===== config.mk =====
export PLATFORM = sky130hd
export DESIGN_NAME = core
export DESIGN_NICKNAME = d
export VERILOG_FILES = /design/src/rtl/core_pkg.sv /design/src/rtl/core.sv /design/src/rtl/alu_pipe.sv /design/src/rtl/reg_file.sv /design/src/rtl/issue_stage.sv /design/src/rtl/inst_decode.sv /design/src/rtl/fetch_buffer.sv
export SDC_FILE = /design/constraint.sdc
export NUM_CORES = 2
export LEC_CHECK = 0
export BUFFER_PORTS_ARGS = -buffer_cell sky130_fd_sc_hd__clkbuf_2
export CAP_MARGIN = 20
export CORE_MARGIN = 2
export CORE_UTILIZATION = 60
export DETAILED_ROUTE_END_ITERATION = 10
export HOLD_SLACK_MARGIN = 0.1
export PLACE_DENSITY = 0.77
export SLEW_MARGIN = 20
export SYNTH_ARGS = -nofsm -noshare
export SYNTH_HDL_FRONTEND = slang
export SYNTH_SLANG_ARGS = --single-unit

===== constraint.sdc =====
create_clock -name clock -period 4.15 [get_ports clock]
set_input_delay 0.415 -clock clock [delete_from_list [all_inputs] [get_ports clock]]
set_output_delay 0.415 -clock clock [all_outputs]
set_load 0.1 [all_outputs]

===== src/rtl/core_pkg.sv =====
/*
 * shared widths, types and constants for the integer core
 * ALU operation enum, fetch packet, micro-op and writeback structs
 */
`default_nettype none

package core_pkg;

  localparam int XLEN     = 32;
  localparam int NUM_REGS = 32;
  localparam int FB_DEPTH = 4;
  localparam int FB_PTR_W = $clog2(FB_DEPTH);

  // RV32I major opcodes handled here
  localparam logic [6:0] OPC_OP     = 7'b0110011;
  localparam logic [6:0] OPC_OP_IMM = 7'b0010011;
  localparam logic [6:0] F7_SUB     = 7'b0100000;

  typedef logic [XLEN-1:0]     word_t;
  typedef logic [31:0]         inst_t;
  typedef logic [31:0]         pc_t;
  typedef logic [4:0]          reg_idx_t;
  typedef logic [2:0]          credit_cnt_t;
  typedef logic [FB_PTR_W-1:0] fb_ptr_t;

  typedef enum logic [2:0] {
    ALU_ADD,
    ALU_SUB,
    ALU_AND,
    ALU_OR,
    ALU_XOR,
    ALU_SLT
  } alu_op_e;

  typedef struct packed {
    pc_t   pc;
    inst_t inst;
  } fetch_packet_t;

  typedef struct packed {
    pc_t      pc;
    alu_op_e  alu_op;
    reg_idx_t rs1;
    reg_idx_t rs2;
    reg_idx_t rd;
    word_t    imm;
    logic     use_imm;
    logic     rd_valid;  // writes a non-zero rd
    logic     valid;
  } micro_op_t;

  typedef struct packed {
    logic     valid;
    reg_idx_t rd;
    word_t    data;
    pc_t      pc;
  } writeback_t;

endpackage

`default_nettype wire

===== src/rtl/core.sv =====
/*
 * integer core top level
 * fetch buffer, decode, issue, register file and ALU pipe
 */
`default_nettype none

module core (
  input  wire                     clock,
  input  wire                     reset,
  input  wire                     inst_valid,
  input  core_pkg::fetch_packet_t inst,
  output logic                    credit,
  output core_pkg::writeback_t    wb
);

  import core_pkg::*;

  fetch_packet_t head;
  logic          head_valid;
  logic          pop;
  micro_op_t     id_uop;
  logic          issue_ready;
  reg_idx_t      rs1_addr;
  reg_idx_t      rs2_addr;
  word_t         rs1_data;
  word_t         rs2_data;
  micro_op_t     ex_uop;
  word_t         ex_rs1_data;
  word_t         ex_rs2_data;
  writeback_t    wb_result;

  fetch_buffer fb (
    .clock      (clock),
    .reset      (reset),
    .push       (inst_valid),
    .push_data  (inst),
    .pop        (pop),
    .head       (head),
    .head_valid (head_valid),
    .credit     (credit)
  );

  inst_decode id (
    .clock       (clock),
    .reset       (reset),
    .head        (head),
    .head_valid  (head_valid),
    .issue_ready (issue_ready),
    .pop         (pop),
    .id_uop      (id_uop)
  );

  issue_stage is0 (
    .clock       (clock),
    .reset       (reset),
    .id_uop      (id_uop),
    .wb_result   (wb_result),
    .rs1_addr    (rs1_addr),
    .rs2_addr    (rs2_addr),
    .rs1_data    (rs1_data),
    .rs2_data    (rs2_data),
    .issue_ready (issue_ready),
    .ex_uop      (ex_uop),
    .ex_rs1_data (ex_rs1_data),
    .ex_rs2_data (ex_rs2_data)
  );

  reg_file rf (
    .clock     (clock),
    .reset     (reset),
    .rs1_addr  (rs1_addr),
    .rs2_addr  (rs2_addr),
    .rs1_data  (rs1_data),
    .rs2_data  (rs2_data),
    .wb_result (wb_result)
  );

  alu_pipe alu (
    .clock       (clock),
    .reset       (reset),
    .ex_uop      (ex_uop),
    .ex_rs1_data (ex_rs1_data),
    .ex_rs2_data (ex_rs2_data),
    .wb_result   (wb_result)
  );

  assign wb = wb_result;

endmodule

`default_nettype wire


===== src/rtl/alu_pipe.sv =====
/*
 * single-cycle integer ALU pipe
 * add, sub, and, or, xor, signed slt, registered writeback
 */
`default_nettype none

module alu_pipe (
  input  wire                  clock,
  input  wire                  reset,
  input  core_pkg::micro_op_t  ex_uop,
  input  core_pkg::word_t      ex_rs1_data,
  input  core_pkg::word_t      ex_rs2_data,
  output core_pkg::writeback_t wb_result
);

  import core_pkg::*;

  word_t op_a;
  word_t op_b;
  word_t result;

  assign op_a = ex_rs1_data;
  assign op_b = ex_uop.use_imm ? ex_uop.imm : ex_rs2_data;

  always_comb begin
    case (ex_uop.alu_op)
      ALU_ADD: result = op_a + op_b;
      ALU_SUB: result = op_a - op_b;
      ALU_AND: result = op_a & op_b;
      ALU_OR:  result = op_a | op_b;
      ALU_XOR: result = op_a ^ op_b;
      ALU_SLT: result = ($signed(op_a) < $signed(op_b)) ? word_t'(1) : '0;
      default: result = '0;
    endcase
  end

  // only ops with a real destination reach writeback
  always_ff @(posedge clock) begin
    if (reset) begin
      wb_result.valid <= 1'b0;
    end else begin
      wb_result.valid <= ex_uop.valid && ex_uop.rd_valid;
    end
  end

  always_ff @(posedge clock) begin
    wb_result.rd   <= ex_uop.rd;
    wb_result.data <= result;
    wb_result.pc   <= ex_uop.pc;
  end

endmodule

`default_nettype wire


===== src/rtl/reg_file.sv =====
/*
 * integer register file, 32 x 32
 * two combinational reads, one write from writeback
 */
`default_nettype none

module reg_file (
  input  wire                  clock,
  input  wire                  reset,
  input  core_pkg::reg_idx_t   rs1_addr,
  input  core_pkg::reg_idx_t   rs2_addr,
  output core_pkg::word_t      rs1_data,
  output core_pkg::word_t      rs2_data,
  input  core_pkg::writeback_t wb_result
);

  import core_pkg::*;

  word_t regs [NUM_REGS];

  assign rs1_data = (rs1_addr == '0) ? '0 : regs[rs1_addr];
  assign rs2_data = (rs2_addr == '0) ? '0 : regs[rs2_addr];

  always_ff @(posedge clock) begin
    if (reset) begin
      for (int i = 0; i < NUM_REGS; i++) begin
        regs[i] <= '0;
      end
    end else if (wb_result.valid) begin
      regs[wb_result.rd] <= wb_result.data;
    end
  end

endmodule

`default_nettype wire


===== src/rtl/issue_stage.sv =====
/*
 * in-order issue with a busy-register scoreboard
 * operand read and execute pipeline register
 */
`default_nettype none

module issue_stage (
  input  wire                  clock,
  input  wire                  reset,
  input  core_pkg::micro_op_t  id_uop,
  input  core_pkg::writeback_t wb_result,
  output core_pkg::reg_idx_t   rs1_addr,
  output core_pkg::reg_idx_t   rs2_addr,
  input  core_pkg::word_t      rs1_data,
  input  core_pkg::word_t      rs2_data,
  output logic                 issue_ready,
  output core_pkg::micro_op_t  ex_uop,
  output core_pkg::word_t      ex_rs1_data,
  output core_pkg::word_t      ex_rs2_data
);

  import core_pkg::*;

  logic [NUM_REGS-1:0] busy;
  logic [NUM_REGS-1:0] busy_next;
  logic                hazard;
  logic                issue;

  assign rs1_addr = id_uop.rs1;
  assign rs2_addr = id_uop.rs2;

  // x0 is never marked busy
  assign hazard = busy[id_uop.rs1] || busy[id_uop.rs2] ||
                  (id_uop.rd_valid && busy[id_uop.rd]);

  // illegal ops drain without issuing
  assign issue_ready = !id_uop.valid || !hazard;
  assign issue       = id_uop.valid && !hazard;

  always_comb begin
    busy_next = busy;
    if (wb_result.valid) begin
      busy_next[wb_result.rd] = 1'b0;
    end
    if (issue && id_uop.rd_valid) begin
      busy_next[id_uop.rd] = 1'b1;
    end
  end

  always_ff @(posedge clock) begin
    if (reset) begin
      busy   <= '0;
      ex_uop <= '0;
    end else begin
      busy         <= busy_next;
      ex_uop       <= id_uop;
      ex_uop.valid <= issue;
    end
  end

  always_ff @(posedge clock) begin
    ex_rs1_data <= rs1_data;
    ex_rs2_data <= rs2_data;
  end

endmodule

`default_nettype wire


===== src/rtl/inst_decode.sv =====
/*
 * decode stage for the RV32I ALU subset
 * register and immediate forms, decode pipeline register
 */
`default_nettype none

module inst_decode (
  input  wire                     clock,
  input  wire                     reset,
  input  core_pkg::fetch_packet_t head,
  input  wire                     head_valid,
  input  wire                     issue_ready,
  output logic                    pop,
  output core_pkg::micro_op_t     id_uop
);

  import core_pkg::*;

  logic load;

  function automatic micro_op_t decode_inst(input fetch_packet_t pkt);
    micro_op_t  uop;
    logic [6:0] opcode;
    logic [2:0] funct3;
    logic [6:0] funct7;
    logic       legal;
    opcode     = pkt.inst[6:0];
    funct3     = pkt.inst[14:12];
    funct7     = pkt.inst[31:25];
    uop        = '0;
    uop.pc     = pkt.pc;
    uop.rs1    = pkt.inst[19:15];
    uop.rd     = pkt.inst[11:7];
    uop.imm    = {{20{pkt.inst[31]}}, pkt.inst[31:20]};
    uop.alu_op = ALU_ADD;
    legal      = 1'b0;
    case (opcode)
      OPC_OP: begin
        uop.rs2 = pkt.inst[24:20];
        legal   = (funct7 == 7'b0) || (funct7 == F7_SUB && funct3 == 3'b000);
        case (funct3)
          3'b000:  uop.alu_op = (funct7 == F7_SUB) ? ALU_SUB : ALU_ADD;
          3'b010:  uop.alu_op = ALU_SLT;
          3'b100:  uop.alu_op = ALU_XOR;
          3'b110:  uop.alu_op = ALU_OR;
          3'b111:  uop.alu_op = ALU_AND;
          default: legal = 1'b0;
        endcase
      end
      OPC_OP_IMM: begin
        // rs2 stays x0 so it never looks busy
        uop.use_imm = 1'b1;
        legal       = 1'b1;
        case (funct3)
          3'b000:  uop.alu_op = ALU_ADD;
          3'b010:  uop.alu_op = ALU_SLT;
          3'b100:  uop.alu_op = ALU_XOR;
          3'b110:  uop.alu_op = ALU_OR;
          3'b111:  uop.alu_op = ALU_AND;
          default: legal = 1'b0;
        endcase
      end
      default: legal = 1'b0;
    endcase
    uop.valid    = legal;
    uop.rd_valid = legal && (uop.rd != '0);
    return uop;
  endfunction

  // empty or draining register takes the next packet
  assign load = !id_uop.valid || issue_ready;
  assign pop  = load && head_valid;

  always_ff @(posedge clock) begin
    if (reset) begin
      id_uop <= '0;
    end else if (load) begin
      id_uop <= head_valid ? decode_inst(head) : '0;
    end
  end

endmodule

`default_nettype wire


===== src/rtl/fetch_buffer.sv =====
/*
 * fetch packet FIFO in front of decode
 * returns one credit to the sender for every entry popped
 */
`default_nettype none

module fetch_buffer (
  input  wire                   clock,
  input  wire                   reset,
  input  wire                   push,
  input  core_pkg::fetch_packet_t push_data,
  input  wire                   pop,
  output core_pkg::fetch_packet_t head,
  output logic                  head_valid,
  output logic                  credit
);

  import core_pkg::*;

  fetch_packet_t mem [FB_DEPTH];
  fb_ptr_t       wr_ptr;
  fb_ptr_t       rd_ptr;
  credit_cnt_t   count;
  logic          pop_ok;

  assign head_valid = (count != '0);
  assign head       = mem[rd_ptr];
  assign pop_ok     = pop && head_valid;

  // entry storage
  always_ff @(posedge clock) begin
    if (push) begin
      mem[wr_ptr] <= push_data;
    end
  end

  // pointers wrap since depth is a power of two
  always_ff @(posedge clock) begin
    if (reset) begin
      wr_ptr <= '0;
      rd_ptr <= '0;
      count  <= '0;
      credit <= 1'b0;
    end else begin
      if (push) begin
        wr_ptr <= wr_ptr + 1'b1;
      end
      if (pop_ok) begin
        rd_ptr <= rd_ptr + 1'b1;
      end
      count  <= count + credit_cnt_t'(push) - credit_cnt_t'(pop_ok);
      credit <= pop_ok;
    end
  end

endmodule

`default_nettype wire


Word level (Yosys, flattened, before mapping)
Memories as Yosys holds them, arrays and structs flattened. A register that Yosys moved wholly into a read port is not among the register bits.
Cells that the tools add are included.
Widths: inputs -> output; s select.
{ "word_totals": {"regBits": 270, "ramBits": 1280, "inputBits": 67, "output_inout_bits": 71, "word_cells": 123, "n_memories": 2} }
{ "classes": {"addsub": 6, "order_cmp": 7, "n_eq_ne": 12, "muxes": 39, "n_bitwise": 6, "n_reduce_logical": 26} }
{ "mem_list": {"columns": ["name", "depth", "width", "read_ports", "rd_clocked_by_memory_dff", "write_ports", "line", "source"], "rows": [
  ["rf.regs", 32, 32, 2, 2, 32, "reg_file.sv:19", "word_t regs [NUM_REGS];"],
  ["fb.mem", 4, 64, 1, 1, 1, "fetch_buffer.sv:20", "fetch_packet_t mem [FB_DEPTH];"]
]} }
{ "op_table": {"columns": ["operator", "count"], "rows": [
  ["$pmux 32 s6", 1],
  ["$mux 32", 4],
  ["$mux 85", 1],
  ["$and 32x32->32", 2],
  ["$or 32x32->32", 2],
  ["$add 32x32->32", 1],
  ["$lt 32x32->1", 1],
  ["$not 32->32", 1],
  ["$reduce_or 32->1", 1],
  ["$sub 32x32->32", 1],
  ["$xor 32x32->32", 1],
  ["$lt 5x6->1 const B", 4],
  ["$mux 1", 20],
  ["$bmux 1 s5", 3],
  ["$eq 3x3->1 const B", 5],
  ["$pmux 3 s5", 1],
  ["$eq 7x6->1 const B", 2],
  ["$pmux 3 s4", 1],
  ["$demux 1 s5", 2],
  ["$ge 5x1->1 const B", 2],
  ["$logic_and 1x1->1", 10],
  ["$logic_not 5->1", 2],
  ["$mux 5", 2],
  ["$eq 3x2->1 const B", 3],
  ["other kinds (15)", 23]
]} }

Depth between registers and ports, before layout
{ "depth": {"word_depth": 11, "ltp_mapped": 18, "ltp_nobuf": 15} }

Cells and area by module
Synthesis repeated with hierarchy kept, for this count alone.
{ "unflattened": {"hier_cells": 5785, "area_unflattened_um2": 80382.1} }
{ "by_module_without_submodules": {"columns": ["mod", "instances", "cells_each", "area_each_um2", "seq_area_each_um2"], "rows": [
  ["reg_file", 1, 3543, 54453.5, 30749.5],
  ["fetch_buffer", 1, 381, 9806.9, 7887.6],
  ["alu_pipe", 1, 926, 7079.3, 1401.3],
  ["issue_stage", 1, 623, 6458.7, 3623.5],
  ["inst_decode", 1, 312, 2583.7, 1301.2]
]} }

Worst setup path before layout
No wires, ideal clock.
{ "synth_path": {"path_kind": "reg2reg", "start": "register id.id_uop[36] (netlist name)", "end": "register fb.count[2]", "setup_time_ps": 128, "arrival_ps": 3553, "required_ps": 4022, "setup_slack_ps": 470, "stages_incl_launch_ff": 19, "path_buffers": 3, "period_less_slack_ps": 3680, "cell_sequence": "dfxtp_1 clkbuf_1 buf_2 mux2_2 a221oi_1 a21oi_1 o311ai_1 nand3_2 nand2_1 buf_4 and2_2 ha_1 inv_1 ha_1 inv_1 fa_1 xor2_1 xnor2_1 nor2_1"} }
{ "synth_via": {"elab_chain_cells": 10} }
{ "synth_lines": {"columns": ["element", "line", "source"], "rows": [
  ["$bmux 1 s5", "issue_stage.sv:34", "(id_uop.rd_valid && busy[id_uop.rd]);"],
  ["$mux 1 (not written as such)", "issue_stage.sv:34", null],
  ["$logic_and 1x1->1", "issue_stage.sv:34", null],
  ["$logic_or 1x1->1", "issue_stage.sv:33", "assign hazard = busy[id_uop.rs1] || busy[id_uop.rs2] ||"],
  ["$logic_not 1->1", "issue_stage.sv:37", "assign issue_ready = !id_uop.valid || !hazard;"],
  ["$logic_or 1x1->1", "issue_stage.sv:37", null],
  ["$logic_or 1x1->1", "inst_decode.sv:71", "assign load = !id_uop.valid || issue_ready;"],
  ["$logic_and 1x1->1", "inst_decode.sv:72", "assign pop = load && head_valid;"],
  ["$logic_and 1x1->1", "fetch_buffer.sv:28", "assign pop_ok = pop && head_valid;"],
  ["via fb.pop_ok", "fetch_buffer.sv:24", "logic pop_ok;"],
  ["$sub 3x1->3", "fetch_buffer.sv:51", "count <= count + credit_cnt_t'(push) - credit_cnt_t'(pop_ok);"],
  ["to (signal assigned)", "fetch_buffer.sv:51", null],
  ["to (decl)", "fetch_buffer.sv:23", "credit_cnt_t count;"]
]} }
The timed path passes the listed nets, and every way through them passes these cells. The select of a mux whose other input is x is not followed.
A chain may end at the register's enable or synchronous reset.

Worst setup path after layout
{ "layout_path": {"start": "register id.id_uop[45] (netlist name)", "end": "register is0.ex_rs1_data[7], read port of rf.regs"} }
{ "layout_via": {"elab_chain_cells": 1} }
{ "layout_lines": {"columns": ["element", "line", "source"], "rows": [
  ["$logic_not 5->1", "reg_file.sv:21", "assign rs1_data = (rs1_addr == '0) ? '0 : regs[rs1_addr];"],
  ["to (decl)", "issue_stage.sv:18", "output core_pkg::word_t ex_rs1_data,"]
]} }
Parallel ways exist; a longest one is shown, timed or not.

==> results.md <==
- Status: completed
- Vias/cell: 7.013
- FMAX: 245.0 MHz
- Period utilization: 98.34%
- CTS tree: done
- Wirelength per Cell: 33.95 um
- Placed cells: 6813
- Global placement routability congestion: 0.9180
- Setup crit end kind: flop
- Die Y: 364.8 um
- Measured slew at the worst slew-check pin: 1.146 ns
- Number of synthesized register bits: 1576
- Post-DP HPWL: 141400 um
- Fin util: 67.81%
- Leakage power: 31.22 nW
- Max clock buf depth: 3
- Most used cell, CP: mux4_2
- Arr. time, crit path: 4.69 ns
- Vias: 50430
- Clk_lat worst skew: 0.84 ns
- Syn Nets: 5411
- FP Rows: 132
- Crit path largest cell delay: 0.61 ns
- Total Wirelength: 244200 um
- Port bufs: 137
- Depth of the worst register-to-register path: 6
- Clk pin slew, worst setup/hold paths: 0.06 ns
- Most common cell in the netlist: edfxtp_1
- WS Path Type: reg2reg
- Pin count of the biggest net entering global routing: 127
- DRC errors left: 0
- Vias in the first global route: 50510
- Worst hold slack: 0.2989 ns
- Non-Filler Instances: 7191
- Reg-to-reg setup timing slack: 0.07 ns
- Number of cells on the worst hold path: 0
- Clock root cell: clkbuf_16
- Die ar.: 133100 sq um
- Max Slew Vio Count: 0
- Grt ovf: 0
- Largest cells by area after synthesis: edfxtp_1, mux4_2, and2_1, dfxtp_1, clkbuf_1
- CP max FO: 82
- Worst Hold Class: reg2reg
- Core area: 129300 sq um
- Most used DFF post-synth: edfxtp_1
- Mapped Area: 78120 sq um
- Initial Utilization: 60.41%
- Synthesized area per cell: 14.93 sq um
- Synth cell count leaders: edfxtp_1, and2_1, mux4_2
- Share of cells above drive strength 1: 25.81%
- Overall Global Routing Usage: 37.21%
- MaxCap Viol Count: 0
- Routed Antenna Nets: 0
- Slowest cell on the critical path: mux4_2
- Hold Path Origin: is0.ex_uop[77]
- Post-synth ARST share: 0%
- Worst path cell trace: buf_16, buf_12, mux4_2, mux4_2, mux2i_1, nor2_1
- Initial antenna violation count: 17
- Final nets: 5480
- Relative slew margins: 23.50%
- Initial DRC Count: 8545
- Setup Skew: 0.05365 ns
- Drt pass-1 iters: 8
- Global-route wire length before repair: 349200 um
- Yosys top cell area share: 49.20%
- CTS Buf Count: 160
- Final hold vios: 0
- TritonCTS Sinks: 1576
- Synthesis Warnings: 0
- Peak supply drop: 0.0005860 V
- Critical path data required time: 4.76 ns
- Critical R2R Capture: is0.ex_rs1_data[7]
- Post-synth cell types: 76
- Min cycle time layout: 4.081 ns
- Hold endpoint: alu.wb_result[24]
- PD cells: 527.6 nW/um^2
- Post-synth EDFFs: 1280
- Htree depth: 4
- Register area share after synthesis: 56.79%
- IO Pins: 138
- Synth area leader: edfxtp_1
- Startpoint Class: flop
- DIE WIDTH: 364.8 um
- Final setup vio count: 0
- Post-synthesis instance total: 5231
- Reg-to-reg startpoint: id.id_uop[45]
- Syn-to-layout area delta: 12.25%
-- stage by stage --
| stage | instance area (sq um) | setup slack, ns | power, mW | TNS, ns |
|---|---|---|---|---|
| floorplan | 78120 | 0.4698 | 27.05 | 0 |
| global placement | 81320 | 0.08610 | 30.61 | 0 |
| detailed placement | 81330 | 0.09142 | 30.81 | 0 |
| CTS | 87650 | 0.07275 | 45.97 | 0 |
| global route | 87670 | -0.004364 | 47.45 | -0.004364 |
| finish | 87700 | 0.06898 | 46.27 | 0 |
-- where the power goes --
part	switching, mW	internal [mW]	leakage [nW]	total (mW)
registers	1.14	18.1	15.4	19.2
clock network	6.64	8.74	2.75	15.4
logic	7.18	4.47	13.1	11.6
total	15.0	31.3	31.2	46.3
-- placed cells by master (no fill, tap or decap), types with 62 or more instances in the layout --
cell           instances
and2_1              1039
dlygate4sd3_1         67
edfxtp_1            1280
dfxtp_1              280
nand2_1              104
nor2b_1               64
mux4_2               725
a21oi_1              106
o21ai_0               62
ha_1                 110
buf_4                137
nor2_1               177
mux2i_1               88
clkbuf_16            161
a21o_1                67
inv_1                140
clkbuf_2             136
-- cells by family (layout without fill, tap and decap cells) --
family	after synthesis	count (layout)	share of synthesized area, %
AO/OA/AOI/OAI	449	449	3.836
XOR/XNOR	29	29	0.3251
adder cells (fa/ha/maj)	113	113	1.839
buffers and inverters	608	816	3.005
flip-flops	1576	1576	56.79
multiplexers	823	823	22.17
other	0	10	0
AND/OR/NAND/NOR	1633	1633	12.04
-- per-layer routing --
| metal | global-route usage (%) | part of all wire (%) | vias to the layer above |
|---|---|---|---|
| met1 | 49.72 | 34 | 25300 |
| met5 | 0 | 0.0053 | - |
| li1 | - | - | 19980 |
| met2 | 54.91 | 45 | 4360 |
| met4 | 22.00 | 6.8 | 2 |
| met3 | 10.61 | 14 | 792 |
-- how the worst max path moves through the flow --
stage                        startpoint                  to  slack (ns)  cells after the start
final                     id.id_uop[45]  is0.ex_rs1_data[7]        0.07                      6
after floorplan           id.id_uop[36]         fb.count[2]        0.47                     18
after CTS                 id.id_uop[45]  is0.ex_rs1_data[7]        0.07                      6
after global routing      id.id_uop[45]  is0.ex_rs1_data[7]      -0.004                      6
after detailed placement  id.id_uop[45]  is0.ex_rs1_data[7]        0.09                      6
after global placement    id.id_uop[45]  is0.ex_rs1_data[7]        0.09                      6
-- what timing repair did --
action	in CTS	in global routing
endpoints found under the setup margin	0	5
hold endpoints to repair	258	0
hold buffers	67	0
buffers inserted	0	0
gates resized for setup	0	4
-- flip-flops by register name (all words and copies together) (netlist names), 32 cells and up, named ones only --
signal           count
alu.wb_result       70
fb.mem             256
id.id_uop           65
is0.busy            32
is0.ex_rs1_data     32
is0.ex_rs2_data     32
is0.ex_uop          55
rf.regs           1024
-- area by class of cell --
class | instances | area (sq um)
Clock buffer | 212 | 4441
Inverter | 141 | 529.3
Clock inverter | 89 | 1215
Antenna cell | 10 | 25.02
Timing Repair Buffer | 374 | 3068
Sequential cell | 1576 | 44410
Tap cell | 1742 | 2180
Multi-Input combinational cell | 3047 | 31830
Fill cell | 8277 | 41620
-- worst max-delay path, delay by kind of cell (launching register included) --
family                 cells  cell delay (ns)
buffers and inverters      2             1.11
DFF                        1             0.60
muxes                      3             1.55
and+or+nand+nor            1             0.31
Note: power is estimated with default switching activity, not from simulation.
